<file path="src/logic/drbe_defs.svh">
`ifndef DRBE_DEFS_SVH
`define DRBE_DEFS_SVH

// ring geometry
`define N_CTRL    4
`define SEG_LEN   8

// complex sample, one component
`define SAMPLE_W  16

// local circular buffer
`define BUF_DEPTH 64
`define BUF_AW    6

// configuration path
`define DEST_W    4
`define WB_AW     3
`define WB_DW     16

`endif

</file>
<file path="src/logic/drbe_pkg.sv">
`include "drbe_defs.svh"

package drbe_pkg;

	// complex sample, I in the upper half
	typedef struct packed {
		logic [`SAMPLE_W-1:0] i;
		logic [`SAMPLE_W-1:0] q;
	} sample_t;

	// address into one local buffer
	typedef logic [`BUF_AW-1:0] buf_addr_t;

	// echo delay in local writes
	// 0 keeps the node silent, must stay below BUF_DEPTH
	typedef logic [`BUF_AW-1:0] delay_t;

	// destination tag carried by each echo packet
	typedef logic [`DEST_W-1:0] dest_t;

endpackage

</file>
<file path="src/logic/cfg_regs.sv">
`timescale 1ns/100ps
`include "drbe_defs.svh"

module cfg_regs import drbe_pkg::*; (
	input  logic               CLK,
	input  logic               rst_n,
	input  logic               wb_cyc,
	input  logic               wb_stb,
	input  logic               wb_we,
	input  logic [`WB_AW-1:0]  wb_adr,
	input  logic [`WB_DW-1:0]  wb_dat_w,
	output logic [`WB_DW-1:0]  wb_dat_r,
	output logic               wb_ack,
	input  logic               scenario_update,
	output delay_t             delay [`N_CTRL],
	output dest_t              dest [`N_CTRL]
);

	localparam int NODE_W = $clog2(`N_CTRL);
	localparam int DW = `WB_DW;

	logic              req;
	logic [NODE_W-1:0] sel;
	delay_t            shadow_delay [`N_CTRL];
	dest_t             shadow_dest [`N_CTRL];

	// the ack edge ends the request so it is served once
	assign req = wb_cyc & wb_stb & ~wb_ack;
	assign sel = wb_adr[NODE_W:1];

	////////////////////////////////////////////////////////////
	// shadow and active registers
	////////////////////////////////////////////////////////////
	always_ff @(posedge CLK) begin
		if (!rst_n) begin
			wb_ack <= 1'b0;
			for (int n = 0; n < `N_CTRL; n++) begin
				shadow_delay[n] <= '0;
				shadow_dest[n] <= '0;
				delay[n] <= '0;
				dest[n] <= '0;
			end
		end else begin
			wb_ack <= req;
			if (req && wb_we) begin
				if (wb_adr[0])
					shadow_dest[sel] <= wb_dat_w[`DEST_W-1:0];
				else
					shadow_delay[sel] <= wb_dat_w[`BUF_AW-1:0];
			end
			// all nodes switch scenario on the same edge
			if (scenario_update) begin
				for (int n = 0; n < `N_CTRL; n++) begin
					delay[n] <= shadow_delay[n];
					dest[n] <= shadow_dest[n];
				end
			end
		end
	end

	// read data is valid while wb_ack is high
	always_ff @(posedge CLK) begin
		if (req)
			wb_dat_r <= wb_adr[0] ? DW'(shadow_dest[sel]) : DW'(shadow_delay[sel]);
	end

	// master keeps the request up until the ack
	a_ack_in_request: assert property (@(posedge CLK) disable iff (!rst_n)
		wb_ack |-> (wb_cyc && wb_stb));

endmodule

</file>
<file path="config.mk">
export PLATFORM = sky130hd
export DESIGN_NAME = cfg_regs
export DESIGN_NICKNAME = d
export VERILOG_FILES = /design/src/logic/drbe_pkg.sv /design/src/logic/cfg_regs.sv
export VERILOG_INCLUDE_DIRS = /design/src /design/src/logic
export SDC_FILE = /design/constraint.sdc
export NUM_CORES = 1
export LEC_CHECK = 0
export ABC_CLOCK_PERIOD_IN_PS = 4400
export BUFFER_PORTS_ARGS = -buffer_cell sky130_fd_sc_hd__buf_4
export CAP_MARGIN = 20
export CORE_UTILIZATION = 58
export CTS_CLUSTER_DIAMETER = 60
export DETAILED_ROUTE_END_ITERATION = 7
export GPL_ROUTABILITY_DRIVEN = 0
export MAX_ROUTING_LAYER = met4
export PLACE_DENSITY = 0.93
export SLEW_MARGIN = 20
export SYNTH_ARGS = -nofsm -noshare
export SYNTH_HDL_FRONTEND = slang
export SYNTH_SLANG_ARGS = --single-unit
</file>
<file path="constraint.sdc">
create_clock -name CLK -period 4.4 [get_ports CLK]
set_input_delay 0 -clock CLK [delete_from_list [all_inputs] [get_ports CLK]]
set_output_delay 0 -clock CLK [all_outputs]
set_load 0.05 [all_outputs]
</file>
## After elaboration in Yosys (flattened, before gate mapping)

Memory sizes are Yosys's and may differ from the RTL's. A register that Yosys moved wholly into a read port is not among the register bits.
Cells that the tools add are included.

- RAM bits: 40
- Latch bits: 0
- Logic and storage cells: 35
- ROM bits: 0
- Memories: 2
- Register bits after elaboration: 17
- Output and inout port bits: 57
- Input bits: 25

- Add/subtract/negate cells: 0
- Reductions and logical operators: 11
- Multiply operators: 0
- Multiplexer cells: 16
- Shifts and indexed selects: 0
- Bitwise operators: 3
- Divide/modulo/power cells: 0
- $lt $le $gt $ge: 0
- Equality and inequality tests: 0

Memory list:

| memory | words | width | rd ports | clocked after Yosys merged registers in | write ports | RTL line | text |
|---|---|---|---|---|---|---|---|
| shadow_delay | 4 | 6 | 5 | 4 | 4 | cfg_regs.sv:24 | `` delay_t shadow_delay [`N_CTRL]; `` |
| shadow_dest | 4 | 4 | 5 | 4 | 4 | cfg_regs.sv:25 | `` dest_t shadow_dest [`N_CTRL]; `` |

Operator list:

| operator | count |
|---|---|
| $mux 1 | 11 |
| $logic_not 1->1 | 8 |
| $mux 4 | 2 |
| $mux 6 | 1 |
| $reduce_or 6->1 | 1 |
| $mux 2 | 2 |
| $reduce_or 4->1 | 1 |
| $and 1x1->1 | 2 |
| $logic_and 1x1->1 | 1 |
| $not 1->1 | 1 |

## Longest topological paths before layout

- Depth in word-level cells: 8
- Mapped depth: 5
- Mapped depth without buffers: 2

## Worst setup path before layout

Ideal clock, no wire load.

- Path kind: flip-flop to flip-flop
- From: register wb_ack
- To: memory shadow_delay[1][0] (netlist bit), enable pin
- Buffers on the path: 0
- Setup time: 389 ps
- Path slack: 2393 ps
- Arrival: 1619 ps
- Clock period less this slack: 2007 ps
- Cell stages (with the launch flop): 3
- Required time: 4011 ps
- Cells stage by stage: dfxtp_1 nand3b_1 o41ai_1

RTL lines:

| item | RTL line | text |
|---|---|---|
| start, declared | cfg_regs.sv:13 | `output logic wb_ack,` |
| start signal, assigned | cfg_regs.sv:44 | `wb_ack <= req;` |
| end, declared | cfg_regs.sv:24 |  |

==> key figures <==
Route
  • DRC errors left: 0
  • DR iter-0 viols: 256
  • Routed Antenna Nets: 0
  • DR vias: 2,639
  • Average routed wire per standard cell: 19.4 um
  • Post-Route WL: 8170 um
  • Drt first pass iters: 5
  • Avg Vias per Cell: 6.25

Floorplan
  • Die area: 0.00688 mm^2
  • Row count: 29
  • Die Ht: 83.0 um
  • Die X: 83.0 um
  • Io pins: 82
  • Core box area: 0.00635 mm^2
  • Starting density of the core: 0.599

Clock tree
  • Root Driver: clkbuf_8
  • Reg clk slew, reported paths: 0.08 ns
  • CTS tree: yes
  • CTS Hold Buffers Added: 0
  • Post CTS Setup Buffer Count: 0
  • H-tree Lvls: 3
  • Clock Sink Count: 87
  • Cts repair resizes: 0
  • CTS Buf Count: 9
  • Clock tree buffer depth: 2
  • Clk_lat worst skew: 0.35 ns

Synth
  • Cell area after synthesis: 0.00380 mm^2
  • Area share of the largest cell type after synthesis: 0.363
  • FFs w/ async S/R, synth: 0
  • Most frequent cells after synthesis: edfxtp_1 (46), dfxtp_1 (41), nor2_1 (41)
  • Yosys reg bits: 87
  • Largest area contributor in the netlist: edfxtp_1
  • Post-synth cell types: 28
  • Top_reg_cell synth: edfxtp_1
  • Sequential element share of the synthesized area: 0.579
  • Top-count cell post-synth: edfxtp_1
  • Largest cells by area after synthesis: edfxtp_1 (36%), dfxtp_1 (22%), mux2i_1 (11%)
  • Syn_area_per_cell: 13.1 um^2
  • Synth Instances: 291
  • Synth warn: 0
  • Post-synth EDFFs: 46

Run
  • Max-cap viol count: 0

Layout
  • Post-route cell area: 0.00444 mm^2
  • Fin nets: 365
  • Share of layout cells above drive strength 1: 0.296
  • Final std cells w/o fill: 422
  • Syn-to-layout area delta: 16.8%
  • Diode count: 0

Critical path
  • Slowest cell on crit path: o41ai_1
  • CP Class: register to register
  • Worst path required time: 4.38 ns
  • Crit path DAT: 1.79 ns
  • Startpoint Class: register
  • Crit-path max FO: 6
  • Crit-path cells: nand3b_1 -> o41ai_1
  • CP peak stage delay: 0.80 ns
  • Critical Path End Type: register

Power
  • Highest ir drop seen on vdd: 0.334 mV
  • Pwr Density: 397 mW/mm^2
  • Switching share of power: 0.263
  • Share of power burned in registers: 0.518
  • Switching pwr: 0.464 mW
  • Clk pwr share: 0.336
  • Internal: 1.30 mW
  • Leak: 1.82 nW
  • Logic pwr share: 0.146

Place
  • Placed Instance Area: 0.00421 mm^2
  • Port bufs: 61
  • Dpl hpwl: 5470 um
  • Cells after DPL: 406
  • Pre-CTS WS: 2.40 ns

GRT
  • Vias in the first global route: 2,446
  • Largest net degree at the start of global routing: 41
  • First-pass GRT wire length: 12,700 um
  • Initial antenna violation count: 0
  • GR Util All Layers: 0.249
  • Total grt overflow: 0

Timing
  • Minimum clock period: 1.81 ns
  • # setup viols final: 0
  • Unrepaired setup endpoints after global routing: no
  • Worst-margin pin slew: 0.811 ns
  • Clock Skew: 0.00901 ns
  • Slew HR: 0.452
  • Worst setup margin: 2.59 ns
  • Pins over their slew limit: 0
  • Fin crit share: 0.412
  • Fmax achieved: 552 MHz
  • Final hold vios: 0
  • Setup TNS Final: 0 ns

Run status
  • Status: finished clean

Worst hold path
  • Hold WC Path Type: primary input to register
-- final cells by class --
type                            count  area [um^2]
Clock inverter                      2         35.0
Multi-Input combinational cell    165         1390
Sequential cell                    87         2200
Timing Repair Buffer               66          495
Tap cell                           77         96.3
Fill cell                         406         1910
Inverter                           11         41.3
Clock buffer                       14          185
-- worst max-delay path, delay by kind of cell, from the launching register on --
kind,cells,cell delay [ns]
flip-flops,1,0.33
AO/OA/AOI/OAI,1,0.80
AND/OR/NAND/NOR,1,0.31
-- registers in the layout, summed over array words and instances (netlist names) --
signal and flops:
shadow_dest 16, dest 16, wb_ack 1, wb_dat_r 6, shadow_delay 24, delay 24
-- cell families after synthesis --
group           share of synthesized area
other cells                      0.000986
mux                                 0.182
flops                               0.579
compound gates                     0.0155
buf+inv                            0.0675
simple gates                        0.155
-- final timing paths --
kind	start	endpoint	slack, ns	cells past startpoint
worst max-delay path	wb_ack	shadow_dest[1][1]	2.59	2
worst min-delay path	rst_n	shadow_dest[3][2]	0.08	2
worst max register to register	wb_ack	shadow_dest[1][1]	2.59	2
worst min register to register	delay[3]	delay[3]	0.50	2
-- layout by cell type, fill, tap and decap left out, drive strengths merged --
cell    instances
o41ai           4
buf            66
nand4b          2
edfxtp         46
nand2           1
nand3b          3
conb           10
nor2           41
mux4           10
mux2            4
or3b            3
and2            2
nor4           40
clkinv          1
clkbuf         14
mux2i          40
o21ai           4
or3             1
inv            11
dfxtp          41
bufinv          1
-- stage by stage --
stage	utilization	total power [mW]	hold slack (ns)
2_1_floorplan	-	1.12	0.252
5_1_grt	0.699	1.82	0.0730
6_report	0.699	1.76	0.0792
3_5_place_dp	0.663	1.19	0.438
4_1_cts	0.698	1.77	0.0780
3_3_place_gp	0.663	1.18	0.421
-- power by group through the flow --
stage	clock network, mW	registers [mW]	logic [mW]
after global routing	0.632	0.917	0.269
after detailed placement	0	0.932	0.255
after CTS	0.597	0.914	0.257
final	0.592	0.914	0.258
after global placement	0	0.929	0.247
after floorplan	0	0.994	0.128
-- layer usage --
layer	part of all wire	track usage	up-vias
met4	0.033	0.136	0
met5	0	-	-
met3	0.085	0.0557	24
met2	0.49	0.376	162
li1	-	-	1166
met1	0.39	0.312	1287
Note: power is estimated with default switching activity, not from simulation.
