==> config.mk <==
export PLATFORM = sky130hd
export DESIGN_NAME = local_controller
export DESIGN_NICKNAME = d
export VERILOG_FILES = /design/src/logic/drbe_pkg.sv /design/src/logic/echo_packet_reader.sv /design/src/logic/local_controller.sv /design/src/logic/sample_ring_buffer.sv /design/src/logic/sample_writer.sv
export VERILOG_INCLUDE_DIRS = /design/src /design/src/logic
export SDC_FILE = /design/constraint.sdc
export NUM_CORES = 2
export LEC_CHECK = 0
export BUFFER_PORTS_ARGS = -buffer_cell sky130_fd_sc_hd__buf_4
export CORE_MARGIN = 2
export CORE_UTILIZATION = 55
export DETAILED_ROUTE_END_ITERATION = 10
export PLACE_DENSITY = 0.71
export RECOVER_POWER = 50
export SYNTH_ARGS = -nofsm -noshare
export SYNTH_HDL_FRONTEND = slang
export SYNTH_SLANG_ARGS = --single-unit
==> constraint.sdc <==
create_clock -name CLK -period 7.5 [get_ports CLK]
set_input_delay 0.375 -clock CLK [delete_from_list [all_inputs] [get_ports CLK]]
set_output_delay 0.375 -clock CLK [all_outputs]
set_load 0.01 [all_outputs]
==> src/logic/drbe_defs.svh <==
`ifndef DRBE_DEFS_SVH
`define DRBE_DEFS_SVH

// ring geometry
`define N_CTRL    4
`define SEG_LEN   8

// complex sample, one component
`define SAMPLE_W  16

// local circular buffer
`define BUF_DEPTH 64
`define BUF_AW    6

// configuration path
`define DEST_W    4
`define WB_AW     3
`define WB_DW     16

`endif

==> src/logic/drbe_pkg.sv <==
`include "drbe_defs.svh"

package drbe_pkg;

	// complex sample, I in the upper half
	typedef struct packed {
		logic [`SAMPLE_W-1:0] i;
		logic [`SAMPLE_W-1:0] q;
	} sample_t;

	// address into one local buffer
	typedef logic [`BUF_AW-1:0] buf_addr_t;

	// echo delay in local writes
	// 0 keeps the node silent, must stay below BUF_DEPTH
	typedef logic [`BUF_AW-1:0] delay_t;

	// destination tag carried by each echo packet
	typedef logic [`DEST_W-1:0] dest_t;

endpackage

==> src/logic/echo_packet_reader.sv <==
`timescale 1ns/100ps
`include "drbe_defs.svh"

module echo_packet_reader import drbe_pkg::*; (
	input  logic             CLK,
	input  logic             rst_n,
	input  logic             wr_en,
	input  buf_addr_t        wr_addr,
	input  logic [`BUF_AW:0] wr_count,
	input  delay_t           delay,
	input  dest_t            dest,
	output logic             rd_en,
	output buf_addr_t        rd_addr,
	input  sample_t          rd_data,
	output logic             pkt_valid,
	output sample_t          pkt_sample,
	output dest_t            pkt_dest
);

	logic  rd_pend;
	dest_t dest_pend;

	////////////////////////////////////////////////////////////
	// echo read issue
	////////////////////////////////////////////////////////////

	// silent for delay 0 or while history is too short
	assign rd_en = wr_en && (delay != '0) && (wr_count >= {1'b0, delay});
	// modulo wrap of the circular buffer
	assign rd_addr = wr_addr - delay;

	////////////////////////////////////////////////////////////
	// packet pipeline, valid and tag follow the buffer read
	////////////////////////////////////////////////////////////
	always_ff @(posedge CLK) begin
		if (!rst_n) begin
			rd_pend <= 1'b0;
			pkt_valid <= 1'b0;
		end else begin
			rd_pend <= rd_en;
			pkt_valid <= rd_pend;
		end
	end

	always_ff @(posedge CLK) begin
		if (rd_en)
			dest_pend <= dest;
		if (rd_pend) begin
			pkt_sample <= rd_data;
			pkt_dest <= dest_pend;
		end
	end

endmodule

==> src/logic/local_controller.sv <==
`timescale 1ns/100ps
`include "drbe_defs.svh"

module local_controller import drbe_pkg::*; #(
	parameter int node_index = 0
) (
	input  logic    CLK,
	input  logic    rst_n,
	input  logic    in_valid,
	input  sample_t in_sample,
	input  logic    token_in,
	input  delay_t  delay,
	input  dest_t   dest,
	output logic    token_next,
	output logic    pkt_valid,
	output sample_t pkt_sample,
	output dest_t   pkt_dest
);

	logic             wr_en;
	buf_addr_t        wr_addr;
	sample_t          wr_data;
	logic [`BUF_AW:0] wr_count;
	logic             rd_en;
	buf_addr_t        rd_addr;
	sample_t          rd_data;

	// producer side, token and write pointer
	sample_writer #(
		.node_index(node_index)
	) sample_writer_inst (
		.CLK        (CLK),
		.rst_n      (rst_n),
		.in_valid   (in_valid),
		.in_sample  (in_sample),
		.token_in   (token_in),
		.token_next (token_next),
		.wr_en      (wr_en),
		.wr_addr    (wr_addr),
		.wr_data    (wr_data),
		.wr_count   (wr_count)
	);

	sample_ring_buffer #(
		.payload_t(sample_t)
	) sample_ring_buffer_inst (
		.CLK     (CLK),
		.wr_en   (wr_en),
		.wr_addr (wr_addr),
		.wr_data (wr_data),
		.rd_en   (rd_en),
		.rd_addr (rd_addr),
		.rd_data (rd_data)
	);

	// consumer side, one echo per stored sample
	echo_packet_reader echo_packet_reader_inst (
		.CLK        (CLK),
		.rst_n      (rst_n),
		.wr_en      (wr_en),
		.wr_addr    (wr_addr),
		.wr_count   (wr_count),
		.delay      (delay),
		.dest       (dest),
		.rd_en      (rd_en),
		.rd_addr    (rd_addr),
		.rd_data    (rd_data),
		.pkt_valid  (pkt_valid),
		.pkt_sample (pkt_sample),
		.pkt_dest   (pkt_dest)
	);

endmodule

==> src/logic/sample_ring_buffer.sv <==
`timescale 1ns/100ps
`include "drbe_defs.svh"

module sample_ring_buffer import drbe_pkg::*; #(
	parameter type payload_t = logic [31:0]
) (
	input  logic      CLK,
	input  logic      wr_en,
	input  buf_addr_t wr_addr,
	input  payload_t  wr_data,
	input  logic      rd_en,
	input  buf_addr_t rd_addr,
	output payload_t  rd_data
);

	payload_t mem [`BUF_DEPTH];

	always_ff @(posedge CLK) begin
		if (wr_en)
			mem[wr_addr] <= wr_data;
	end

	// registered read port
	always_ff @(posedge CLK) begin
		if (rd_en)
			rd_data <= mem[rd_addr];
	end

	// a nonzero delay keeps the echo read off the write slot
	a_no_collision: assert property (@(posedge CLK)
		(wr_en && rd_en) |-> (wr_addr != rd_addr));

endmodule

==> src/logic/sample_writer.sv <==
`timescale 1ns/100ps
`include "drbe_defs.svh"

module sample_writer import drbe_pkg::*; #(
	parameter int node_index = 0
) (
	input  logic             CLK,
	input  logic             rst_n,
	input  logic             in_valid,
	input  sample_t          in_sample,
	input  logic             token_in,
	output logic             token_next,
	output logic             wr_en,
	output buf_addr_t        wr_addr,
	output sample_t          wr_data,
	output logic [`BUF_AW:0] wr_count
);

	localparam int SEG_W = $clog2(`SEG_LEN);
	localparam int CNT_W = `BUF_AW + 1;

	logic             held;
	logic             owns;
	logic             seg_last;
	logic [SEG_W-1:0] seg_cnt;
	buf_addr_t        wr_ptr;

	// token arriving this cycle already counts as owned
	assign owns = held | token_in;
	assign wr_en = in_valid & owns;
	assign seg_last = (seg_cnt == SEG_W'(`SEG_LEN - 1));
	assign wr_addr = wr_ptr;
	assign wr_data = in_sample;

	always_ff @(posedge CLK) begin
		if (!rst_n) begin
			held <= (node_index == 0);
			token_next <= 1'b0;
			seg_cnt <= '0;
			wr_ptr <= '0;
			wr_count <= '0;
		end else begin
			// last sample of the segment hands the token on
			token_next <= wr_en & seg_last;
			held <= owns & ~(wr_en & seg_last);
			if (wr_en) begin
				seg_cnt <= seg_last ? '0 : seg_cnt + 1'b1;
				wr_ptr <= wr_ptr + 1'b1;
				// saturates at the depth since every delay lies below it
				if (wr_count != CNT_W'(`BUF_DEPTH))
					wr_count <= wr_count + 1'b1;
			end
		end
	end

	// only one token travels the ring
	a_single_token: assert property (@(posedge CLK) disable iff (!rst_n)
		token_in |-> !held);

endmodule

======== Yosys cells after proc, flatten, opt, wreduce, memory -nomap -nowiden ========
Memories as Yosys holds them, arrays and structs flattened. A register that Yosys moved wholly into a read port is not among the register bits.
Index checks and enable logic that the tools add are counted.
operators by class
  add/sub/neg operators ................... 4
  magnitude comparators ................... 1
  equality and inequality tests ........... 2
  muxes and demuxes ....................... 3
  bitwise gates (word level) .............. 5
  reduce and logical (&&, ||, !) cells .... 4
operators with widths
  kind                                                           count
  7-bit by 1-bit adder with 7-bit output, second input constant  1
  7-bit by 6-bit >= comparator with 1-bit output                 1
  7-bit inequality test, second input constant                   1
  6-bit by 1-bit adder with 6-bit output, second input constant  1
  6-bit nonzero test                                             1
  6-bit subtractor                                               1
  3-bit by 1-bit adder with 3-bit output, second input constant  1
  1-bit AND                                                      3
  3-bit equality test, second input constant                     1
  3-bit 2-to-1 mux                                               1
  1-bit logical AND                                              2
  1-bit 2-to-1 mux                                               2
  2-bit AND reduction                                            1
  1-bit NOT                                                      1
  1-bit OR                                                       1
storage, ports and cells
  flip-flop bits (word level) ............. 60
  memory bits (writable) .................. 2048
  bits of input ports ..................... 46
  output and inout bits ................... 38
  logic and storage cells ................. 31
  memories kept ........................... 1
memory list
  name                         depth  width  rd ports  clocked after Yosys merged registers in  wr ports  line                      text
  sample_ring_buffer_inst.mem  64     32     1         1                                        1         sample_ring_buffer.sv:16  payload_t mem [`BUF_DEPTH];

======== Logic depth before layout (Yosys ltp) ========
  word-level depth ........................ 5
  gate-level depth with buffers ........... 12
  depth with buffers taken out ............ 10

======== Modules after synthesis ========
A second synthesis with hierarchy kept.
second synthesis, totals
  cells, all modules ...................... 3544
  area, all modules ....................... 81548.2 um^2
modules (own cells, without submodules)
  module              instances  cells each  area each (um^2)  seq. area each (um^2)
  sample_ring_buffer  1          3324        78835.6           62459.9
  echo_packet_reader  1          95          1649.1            1241.2
  sample_writer       1          125         1063.5            360.3

======== Worst setup path before layout ========
OpenSTA, ideal clock, no wires.
  kind .................................... input to register
  start ................................... input port token_in
  end ..................................... memory sample_ring_buffer_inst.mem[23][0] (netlist name), enable pin
  setup time .............................. 0.513 ns
  arrival ................................. 4.436 ns
  data required time ...................... 6.987 ns
  slack ................................... 2.551 ns
  stages on the path ...................... 4
  path buffers ............................ 0
  cells stage by stage .................... nor2_1 > nor2b_1 > nand4_1 > nor4b_1
on the way
  cells in the longest elaborated chain, start to end .. 4
RTL lines
  what                                    line                      text
  start: declaration                      local_controller.sv:11    input logic token_in,
  1-bit OR                                sample_writer.sv:29       assign owns = held | token_in;
  1-bit AND                               sample_writer.sv:30       assign wr_en = in_valid & owns;
  1-bit 2-to-1 mux                        sample_ring_buffer.sv:19  if (wr_en)
  1-bit 2-to-1 mux (implied by the code)  sample_ring_buffer.sv:20  mem[wr_addr] <= wr_data;
  end: declaration                        sample_ring_buffer.sv:16
Every way passes these cells.

======== Final worst setup path ========
  start ................................... register sample_writer_inst.wr_ptr[3] (netlist: sample_writer_inst.wr_addr[3])
  end ..................................... register sample_ring_buffer_inst.rd_data[17] (netlist name)
on the way
  cells in the longest elaborated chain, start to end .. 1
RTL lines
  what                      line                      text
  start: declaration        sample_writer.sv:26       buf_addr_t wr_ptr;
  start signal: assignment  sample_writer.sv:48       wr_ptr <= wr_ptr + 1'b1;
  6-bit subtractor          echo_packet_reader.sv:30  assign rd_addr = wr_addr - delay;
Every way passes these cells.
A chain may end at the register's enable or synchronous reset.

==> metrics.yaml <==
post_drt_wl_per_cell_um: 33.65
dieHeight_um: 390.0
nFillCells: 9834
multi_input_area_um2: 17400
async_reset_ff_share_pct: 0
whs_ns: 0.2625
synth_top_family_by_area: "multiplexers"
grt_max_degree: 113
final_layout_size_suffix_gt1_share_pct: 26.03
ys_warn_count: 0
synthAdderAreaFrac_pct: 0.2687
path_buf_inv: 1
num_vias: 39375
overflow: 0
cts_tree: "yes"
synth_area_per_cell_um2: 22.44
r2r_setup_slack_ns: 2.83
fin_util_pct: 62.12
io_pins: 84
antenna_found_initial: 5
fin_area_um2: 91840
path_class: "reg2reg"
portBuffers: 83
clock_sinks: 2140
layout_setup_ws_ns: 2.828
drc: 0
cts-buffers-inserted: 200
critPathMaxStageDelay_ns: 0.74
cts-root-buf: "clkbuf_16"
cp.arrival_ns: 5.29
setup_viol: 0
regArea_um2: 64060
fin_crit_ns: 4.672
yosys.area_share.simple_pct: 2.656
grt_usage_pct: 26.57
synth-seq-cells: 2140
cp_top_family: "simple AND/OR/NAND/NOR gates"
grt_pass1_wl_mm: 284.2
crit_required_ns: 8.12
p_per_area_nw_per_um2: 277.9
cts_resized: 0
clockBufferDepth: 3
first_pass_iters: 6
syn-cell-area_um2: 81960
max-cap-violations: 33
synth_compound_area_share_pct: 1.356
finalCritPeriodShare_pct: 62.29
worst_pin_slew_ns: 3.439
crit_path_cell_trace: "ha_1 -> o21ai_1 -> a21oi_1 -> a31oi_1 -> nand2_1 -> and2_1 -> buf_4 -> a32oi_1 -> and4_1"
worstPathMaxFanout: 21
dieArea_um2: 152100
peakVddDrop_v: 0.0002319
fmax_ghz: 0.2140
syn_nets: 3715
h-tree-depth: 4
dp_slack_ns: 2.902
yosysSeqAreaShare_pct: 78.16
slew_headroom_pct: -129.3
p_leak_nw: 28.77
synth_xor_area_share_pct: 0.1893
synth.distinct_cells: 48
die_w_um: 390.0
cts_hold_buf: 8
rsz0062_at_grt: "no"
gp_congestion: 0.7687
synthMuxAreaShare_pct: 16.02
syn-instance-count: 3652
drv_slew: 2120
dp.final_hpwl_mm: 97.40
hold_viol_final: 0
clk_pin_slew_ns: 0.07
core_um2: 147800
synth_edf_count: 2120
grt_pass1_vias: 39323
ant_nets: 0
area_growth_pct: 12.05
hp-class: "in2reg"
violations: "max-capacitance violations, max-slew violations"
num-nets-final: 3913
postPlaceCellArea_um2: 85520
finalSetupTns_ns: 0
row_count: 141
initial_core_util_pct: 55.44
clock_latency_ns: 0.84
drt_wl_total_mm: 200.2
drtIter0Drc: 4886
worstSetupEndpointType: "flop"
startpoint_type: "flop"
via_per_inst: 6.618
status: "finished with violations"
clock_skew_ns: 0.04333
ys.flop_type: "edfxtp_1"
cts_setup_buffers: 0
cp_slowest_cell: "dfxtp_1"
-- logic make-up after synthesis --
group / Yosys count
and+or+nand+nor: 438
DFF: 2140
AOI/OAI and AO/OA: 158
xor gates and xnor gates: 16
buffers and inverters: 215
muxes: 668
adders and majority gates: 17
-- per-stage QoR --
stage,cells,power (mW)
2_1_floorplan,3652,15.10
3_3_place_gp,5570,15.85
3_5_place_dp,5570,15.88
4_1_cts,5945,25.64
5_1_grt,5945,26.23
6_report,5950,25.52
-- cells in the final DEF, fill, tap and decap left out, types with 15 or more instances in the layout --
cell type     n
nand3_1      71
mux2i_1     125
clkinv_2     34
a31oi_1      67
buf_4       131
dfxtp_1      19
mux2_2       31
clkbuf_16   208
and4_1       32
nor2_4       62
ha_1         15
edfxtp_1   2120
nand2_1     154
a22oi_1      31
and3_1       66
a32oi_1      31
clkinv_1     40
mux4_2      512
clkbuf_1     97
-- synth_stat cells (3+ instances only) --
master	count	area, um2
buf_1	9	33.78
nand2_1	154	578.1
nor2_1	71	266.5
edfxtp_1	2120	63660
nor4b_1	3	26.28
mux4_2	512	11530
nor2b_1	7	43.79
a22oi_1	31	232.7
clkbuf_4	10	75.07
and3_1	66	412.9
buf_2	84	420.4
nor3_1	5	25.02
o21a_1	3	22.52
nand2b_1	3	18.77
dfxtp_1	20	400.4
buf_6	13	146.4
mux2i_1	125	1251
ha_1	16	200.2
xnor2_1	11	96.34
a31oi_1	67	419.2
nand4_1	4	25.02
buf_4	16	120.1
and4_1	32	280.3
clkbuf_1	70	262.8
a21oi_1	12	60.06
inv_1	12	45.04
and2_1	12	75.07
a21boi_0	4	30.03
nand3_1	71	355.3
mux2_2	31	349.1
a32oi_1	31	271.5
xor2_1	3	26.28
-- layout make-up --
type / instances / share of cell area [%]
flip-flops and latches: 2140 / 69.75
well taps: 1930 / 2.629
diodes: 5 / 0.01362
repair buffers: 199 / 1.650
multi-input cells: 1297 / 18.94
clock buffers: 262 / 5.888
clock inverters: 105 / 1.072
inverters: 12 / 0.04904
-- sequential cells by signal, summed over array words and instances, names as in the netlist --
signal	flops
sample_ring_buffer_inst.mem	2048
echo_packet_reader_inst.pkt_sample	32
sample_ring_buffer_inst.rd_data	32
sample_writer_inst.wr_count	7
sample_writer_inst.wr_addr	6
echo_packet_reader_inst.dest_pend	4
echo_packet_reader_inst.pkt_dest	4
sample_writer_inst.seg_cnt	3
echo_packet_reader_inst.pkt_valid	1
echo_packet_reader_inst.rd_pend	1
sample_writer_inst.held	1
sample_writer_inst.token_next	1
-- per-layer routing --
layer,wire length (um),global-route usage [%]
met4,6232,8.536
met1,77220,37.91
met2,95540,41.29
met5,37,0
met3,21200,6.209
-- path summary, 6_finish.rpt --
path / startpoint / end / depth (start not counted)
worst max-delay path: sample_writer_inst.wr_addr[3]$_SDFFE_PN0P_ / sample_ring_buffer_inst.rd_data[17]$_DFFE_PP_ / 9
worst min-delay path: delay[2] / echo_packet_reader_inst.dest_pend[2]$_DFFE_PP_ / 4
worst max register to register: sample_writer_inst.wr_addr[3]$_SDFFE_PN0P_ / sample_ring_buffer_inst.rd_data[17]$_DFFE_PP_ / 9
worst min register to register: echo_packet_reader_inst.dest_pend[3]$_DFFE_PP_ / echo_packet_reader_inst.pkt_dest[3]$_DFFE_PP_ / 0
-- power by group --
part	switching [mW]	internal, mW	leakage, nW
logic	1.40	1.02	6.42
registers	0.0116	13.2	19.2
clock network	4.31	5.57	3.11
-- tightest hold or removal path, stage by stage --
cell and delay [ns]:
buf_4 0.11, inv_1 0.12, a311o_1 0.24, a21oi_4 0.07
Power figures use the tool's default switching activity.
